--- src/mem_defines.svh ---
`ifndef MEM_DEFINES_SVH
`define MEM_DEFINES_SVH

// datapath and address width
`define XLEN 32

// instruction instance tag width
`define IID_W 8

// data RAM depth in 32-bit words
// word index is addr[.. :2], upper address bits ignored
`define DMEM_WORDS 256

// cycles from load acceptance to response pulse, at least 1
`define DMEM_READ_LATENCY 3

`endif

--- src/mem_pkg.sv ---
`default_nettype none

`include "mem_defines.svh"

package mem_pkg;

    typedef logic [`XLEN-1:0]  uint_x;
    typedef logic [31:0]       inst_pc_t;
    typedef logic [31:0]       inst_t;
    typedef logic [`IID_W-1:0] inst_id_t;

    // memory operation of an instruction
    typedef enum logic [1:0] {
        MEN_X,  // no access
        MEN_S,  // store
        MEN_LS, // signed load
        MEN_LU  // unsigned load
    } mem_sel_e;

    typedef enum logic [1:0] {
        SIZE_B,
        SIZE_H,
        SIZE_W
    } mem_size_e;

    typedef struct packed {
        mem_sel_e  mem_wen;
        mem_size_e mem_size;
    } ctrl_t;

    // bundle from execute
    typedef struct packed {
        logic     valid;
        inst_pc_t pc;
        inst_t    inst;
        inst_id_t inst_id;
        ctrl_t    ctrl;
        uint_x    alu_out;
        uint_x    csr_rdata;
        uint_x    rs2_data;
    } mem_in_t;

    // bundle to write-back
    typedef struct packed {
        logic     valid;
        inst_pc_t pc;
        inst_t    inst;
        inst_id_t inst_id;
        ctrl_t    ctrl;
        uint_x    alu_out;
        uint_x    mem_rdata;
        uint_x    csr_rdata;
    } wb_out_t;

    typedef struct packed {
        logic      valid;
        logic      wen;
        uint_x     addr;
        uint_x     wdata; // unshifted, lanes picked by the memory unit
        mem_size_e size;
    } d_request_t;

    typedef struct packed {
        logic  ready; // low while a load is pending
        logic  valid; // one-cycle load completion
        uint_x rdata;
    } d_response_t;

endpackage

`default_nettype wire

--- src/memory_stage.sv ---
`timescale 1ns/1ns
`default_nettype none

`include "mem_defines.svh"

module memory_stage (
    input  wire                       clk,
    input  wire                       arst_n,
    input  wire mem_pkg::mem_in_t     mem_in,
    output mem_pkg::wb_out_t          wb_out,
    output logic                      stall,
    output mem_pkg::d_request_t       dreq,
    input  wire mem_pkg::d_response_t dresp
);
    import mem_pkg::*;

    typedef enum logic [1:0] {
        IDLE,
        WAIT_READY,
        WAIT_VALID
    } state_e;

    state_e   state;
    logic     is_cmd_executed; // access of saved_inst_id already done
    inst_id_t saved_inst_id;
    logic     may_start;
    mem_sel_e mem_op;
    logic     is_mem;
    logic     is_store;
    uint_x    saved_mem_rdata;

    // lb/lbu/lh/lhu/lw extension of lane-aligned load data
    function automatic uint_x extend_load(
        input mem_sel_e  sel,
        input mem_size_e size,
        input uint_x     raw
    );
        uint_x res;
        logic  sgn;
        sgn = (sel == MEN_LS);
        case (size)
            SIZE_B:  res = {{(`XLEN-8){sgn & raw[7]}}, raw[7:0]};
            SIZE_H:  res = {{(`XLEN-16){sgn & raw[15]}}, raw[15:0]};
            default: res = raw;
        endcase
        if (sel != MEN_LS && sel != MEN_LU) begin
            res = '0; // no load, nothing to report
        end
        return res;
    endfunction

    // a held instruction must not be issued a second time
    assign may_start = !is_cmd_executed || (saved_inst_id != mem_in.inst_id);

    assign mem_op   = mem_in.valid ? mem_in.ctrl.mem_wen : MEN_X;
    assign is_mem   = (mem_op != MEN_X);
    assign is_store = (mem_op == MEN_S);

    // rises combinationally as soon as a fresh access shows up
    assign stall = (state != IDLE) || (is_mem && may_start);

    always_ff @(posedge clk or negedge arst_n) begin
        if (!arst_n) begin
            state           <= IDLE;
            is_cmd_executed <= 1'b0;
            saved_inst_id   <= '0;
        end else begin
            case (state)
                IDLE: begin
                    if (is_mem && may_start) begin
                        state           <= WAIT_READY;
                        saved_inst_id   <= mem_in.inst_id;
                        is_cmd_executed <= 1'b0;
                    end
                end
                WAIT_READY: begin
                    if (!is_mem) begin
                        state <= IDLE; // input dropped before issue
                    end else if (dresp.ready) begin
                        if (is_store) begin
                            state           <= IDLE; // store done at transfer
                            is_cmd_executed <= 1'b1;
                        end else begin
                            state <= WAIT_VALID;
                        end
                    end
                end
                WAIT_VALID: begin
                    if (dresp.valid) begin
                        state           <= IDLE;
                        is_cmd_executed <= 1'b1;
                    end
                end
                default: state <= IDLE;
            endcase
        end
    end

    // response data only valid during the pulse
    always_ff @(posedge clk) begin
        if (state == WAIT_VALID && dresp.valid) begin
            saved_mem_rdata <= dresp.rdata;
        end
    end

    always_comb begin
        dreq       = '0;
        dreq.valid = (state == WAIT_READY) && is_mem;
        dreq.wen   = is_store;
        dreq.addr  = mem_in.alu_out;
        dreq.wdata = mem_in.rs2_data;
        dreq.size  = mem_in.ctrl.mem_size;
    end

    // everything except the load data passes straight through
    always_comb begin
        wb_out           = '0;
        wb_out.valid     = mem_in.valid;
        wb_out.pc        = mem_in.pc;
        wb_out.inst      = mem_in.inst;
        wb_out.inst_id   = mem_in.inst_id;
        wb_out.ctrl      = mem_in.ctrl;
        wb_out.alu_out   = mem_in.alu_out;
        wb_out.csr_rdata = mem_in.csr_rdata;
        wb_out.mem_rdata = extend_load(mem_in.ctrl.mem_wen, mem_in.ctrl.mem_size,
                                       saved_mem_rdata);
    end

endmodule

`default_nettype wire

--- config.mk ---
export PLATFORM = sky130hd
export DESIGN_NAME = memory_stage
export DESIGN_NICKNAME = d
export VERILOG_FILES = /design/src/mem_pkg.sv /design/src/memory_stage.sv
export VERILOG_INCLUDE_DIRS = /design/src
export SDC_FILE = /design/constraint.sdc
export NUM_CORES = 1
export LEC_CHECK = 0
export BUFFER_PORTS_ARGS = -buffer_cell sky130_fd_sc_hd__buf_2
export CAP_MARGIN = 20
export CORE_AREA = 2 2 174 176
export CTS_CLUSTER_SIZE = 16
export DETAILED_ROUTE_END_ITERATION = 12
export DIE_AREA = 0 0 176 178
export GPL_TIMING_DRIVEN = 0
export PLACE_DENSITY = 0.37
export SLEW_MARGIN = 20
export SYNTH_ARGS = -nofsm -noshare
export SYNTH_HDL_FRONTEND = slang
export SYNTH_SLANG_ARGS = --single-unit
--- constraint.sdc ---
create_clock -name clk -period 2.2 [get_ports clk]
set_input_delay 0.33 -clock clk [delete_from_list [all_inputs] [get_ports clk]]
set_output_delay 0.33 -clock clk [all_outputs]
set_load 0.005 [all_outputs]
==> results.md <==
* Worst Hold End: saved_mem_rdata[26]
* Area after DPL at 5480 um^2
* R2r setup slk at 390 ps
* Setup Skew at about 7.8 ps
* Final ANT Viol Nets at 0
* Reg2reg end: is_cmd_executed
* Layout cells sized above 1 at 0.795
* Core Area at 29400 um^2
* Clock Pin Slew Worst Setup and Hold Paths at around 70 ps
* Mapped Nets at between 500 and 600
* I/O Buffers at between 200 and 300
* Worst reg2reg path depth at 7
* Clock power frac at 0.251
* Final net count at slightly below 900
* Data required, critical path at around 1900 ps
* Leakage power at 3.08 nW
* GRT Residual Overflow at 0
* Yosys reg bits at 43
* H-tree levels at 2
* Post-synthesis sequential area ratio at 0.351
* Initial antenna violation count at 4
* Worst vdd ir at between 0.2 and 0.25 mV
* Netlist cell types at 32
* Post-route insts no fill at around 1000
* Max Clock Freq at between 0.4 and 0.5 GHz
* Critical path startpoint category: flop
* Ys async rst share at 0.256
* Cells after Synth at 358
* Final Power at around 3.0 mW
* Hold WS at 207 ps
* Design Area, Final at ~5700 um^2
* Rows at 63
* Via density at ~3.1
* Final min period at between 2000 and 2500 ps
* First-pass GRT wire length at between 20000 and 25000 um
* Outcome: finished clean
* Reg2reg start: state[0]
* Final Hold Fails at 0
* Root Driver: clkbuf_16
* Power Density at approximately 530 nW/um^2
* # DRC at 0
* Net Sw Frac at 0.291
* Vias in the first global route at a little over 3000
* Starting Density at 0.120
* Combinational share of power at 0.385
* Initial drt markers at between 60 and 70
* Synth-to-Final Area Change at 60.7%
* Synthesized area at between 3000 and 4000 um^2
* Full die area at between 30000 and 40000 um^2
* GP Congestion at ~0.74
* Clock Sinks at 43
* Bufs on Longest Clock Path at 2
* Commonest non-fill, non-tap cells in the layout: buf_2, buf_4, edfxtp_1
* Worst Min Path Start: dresp[26]
* Final setup fails at 0
* Register share of total power at 0.364
* Switching power at approximately 0.87 mW
* Most common cell after layout, fill and taps aside: buf_2
* Die width at 176 um
* Ys Warns at 0
* Max-slew violations at 0
* Slew @ Worst Pin at between 600 and 700 ps
* Area share of the largest cell type after synthesis at 0.444
* CTS tree: yes
* Inst Count DP at 1038
* Inserted Clock Buffers at 5
* Syn avg cell area at 9.83 um^2
* Leading register cell type out of synthesis: edfxtp_1
* Top post-synthesis cells by area: buf_4, edfxtp_1, dfrtp_1
* Critical path type: reg2out
* Internal power at between 2 and 2.5 mW
* WL final at between 15000 and 20000 um
* Skew-Pair Late Insertion Delay at approximately 290 ps
* Worst setup EP type: primary output
* Hpwl dp at between 10000 and 15000 um
* Max Cap Viol at 0
* Worst hold path type: in2reg
* Post-CTS setup buffer count at 0
* CP max FO at 10
* Worst relative slew slack at 0.567
* Largest net degree at the start of global routing at 30
* Drt pass-1 iters at 4
* Post-synth EDFFs at 32
* Hold Path Cell Cnt at 1
* Die Y at ~180 um
* Overall Global Routing Usage at 0.0923
* Critical path arrival at roughly 1700 ps
* RSZ-0062 raised after global routing: false
* Post-synth top area cell: buf_4
* WL/cell at 15.4 um
* Top Ports at roughly 450
* Via count at about 3300
* Period utilization at 0.915
-- per-stage QoR --
stage / setup slack (ps) / setup TNS [ps] / util
final: 187 / 0 / 0.192
after global routing: 24.2 / 0 / 0.192
after CTS: 43.6 / 0 / 0.192
after detailed placement: -27.3 / -105 / 0.186
after global placement: -146 / -4600 / 0.185
after floorplan: 376 / 0 / -
-- worst max-delay path by stage --
stage                        startpoint                  end  slack, ps  cells past startpoint
floorplan                      state[0]   saved_mem_rdata[0]        380                      3
global placement               state[0]  saved_mem_rdata[17]       -150                      3
detailed placement           mem_in[96]           wb_out[60]        -30                      7
CTS                  saved_mem_rdata[7]           wb_out[41]         40                      4
global route         saved_mem_rdata[7]           wb_out[58]         20                      6
finish              saved_mem_rdata[15]           wb_out[60]        190                      6
-- state kept, by name (all words and copies together) (netlist names) --
name / cells
saved_mem_rdata: 32
saved_inst_id: 8
state: 2
is_cmd_executed: 1
-- layout make-up --
| cell class | instances | area [um^2] |
|---|---|---|
| Multi-Input combinational cell | 83 | 656 |
| Clock inverter | 3 | 17.5 |
| Fill cell | 3329 | 23700 |
| Sequential cell | 43 | 1240 |
| Antenna cell | 1 | 2.50 |
| Clock buffer | 5 | 125 |
| Inverter | 19 | 71.3 |
| Tap cell | 390 | 488 |
| Buffer | 213 | 1580 |
| Timing Repair Buffer | 291 | 1480 |
-- synth_stat cells, types with 2 or more instances --
| cell | n |
|---|---|
| buf_4 | 208 |
| edfxtp_1 | 32 |
| inv_1 | 19 |
| a21oi_1 | 18 |
| dfrtp_1 | 11 |
| and2_1 | 10 |
| a21o_1 | 9 |
| mux2_2 | 8 |
| xnor2_1 | 8 |
| clkbuf_1 | 3 |
| ha_1 | 3 |
| buf_2 | 2 |
| mux2i_1 | 2 |
| nand2_1 | 2 |
| nand3_1 | 2 |
| nand4_1 | 2 |
| nor2_1 | 2 |
| nor2b_1 | 2 |
| o21a_1 | 2 |
-- routing by layer --
layer,up-vias,global-route usage,wire (um)
met5,-,0,36
met4,6,0.0179,134
met1,1496,0.100,5650
li1,1546,-,-
met2,194,0.173,8720
met3,13,0.0330,1590
-- power groups by stage --
stage          logic (mW)  clock network [mW]  registers, mW
2_1_floorplan       0.724                   0           1.09
3_3_place_gp         1.16                   0           1.10
3_5_place_dp         1.17                   0           1.11
4_1_cts              1.18               0.786           1.09
5_1_grt              1.27               0.817           1.10
6_report             1.15               0.750           1.09
-- what timing repair did --
action                                 4_1_cts  5_1_grt
endpoints found under the hold margin       11        0
hold buffers                                 1        0
gates cloned                                 0        0
resized for setup                            1        3
setup endpoints to repair                   10       19
-- critical path, cell delays in order (launching register included) --
cell and delay, ps:
edfxtp_1 390, mux2i_1 140, nor2_1 80, o21ai_4 240, buf_2 290, a21oi_1 80, buf_2 160
-- kinds of logic after synthesis --
family	synth area share
muxes	0.0313
adders and majority gates	0.0107
AOI/OAI and AO/OA	0.0697
buffers and inverters	0.470
xor gates and xnor gates	0.0199
DFF	0.351
and+or+nand+nor	0.0473
No activity file was read; power rests on OpenSTA's default activity.
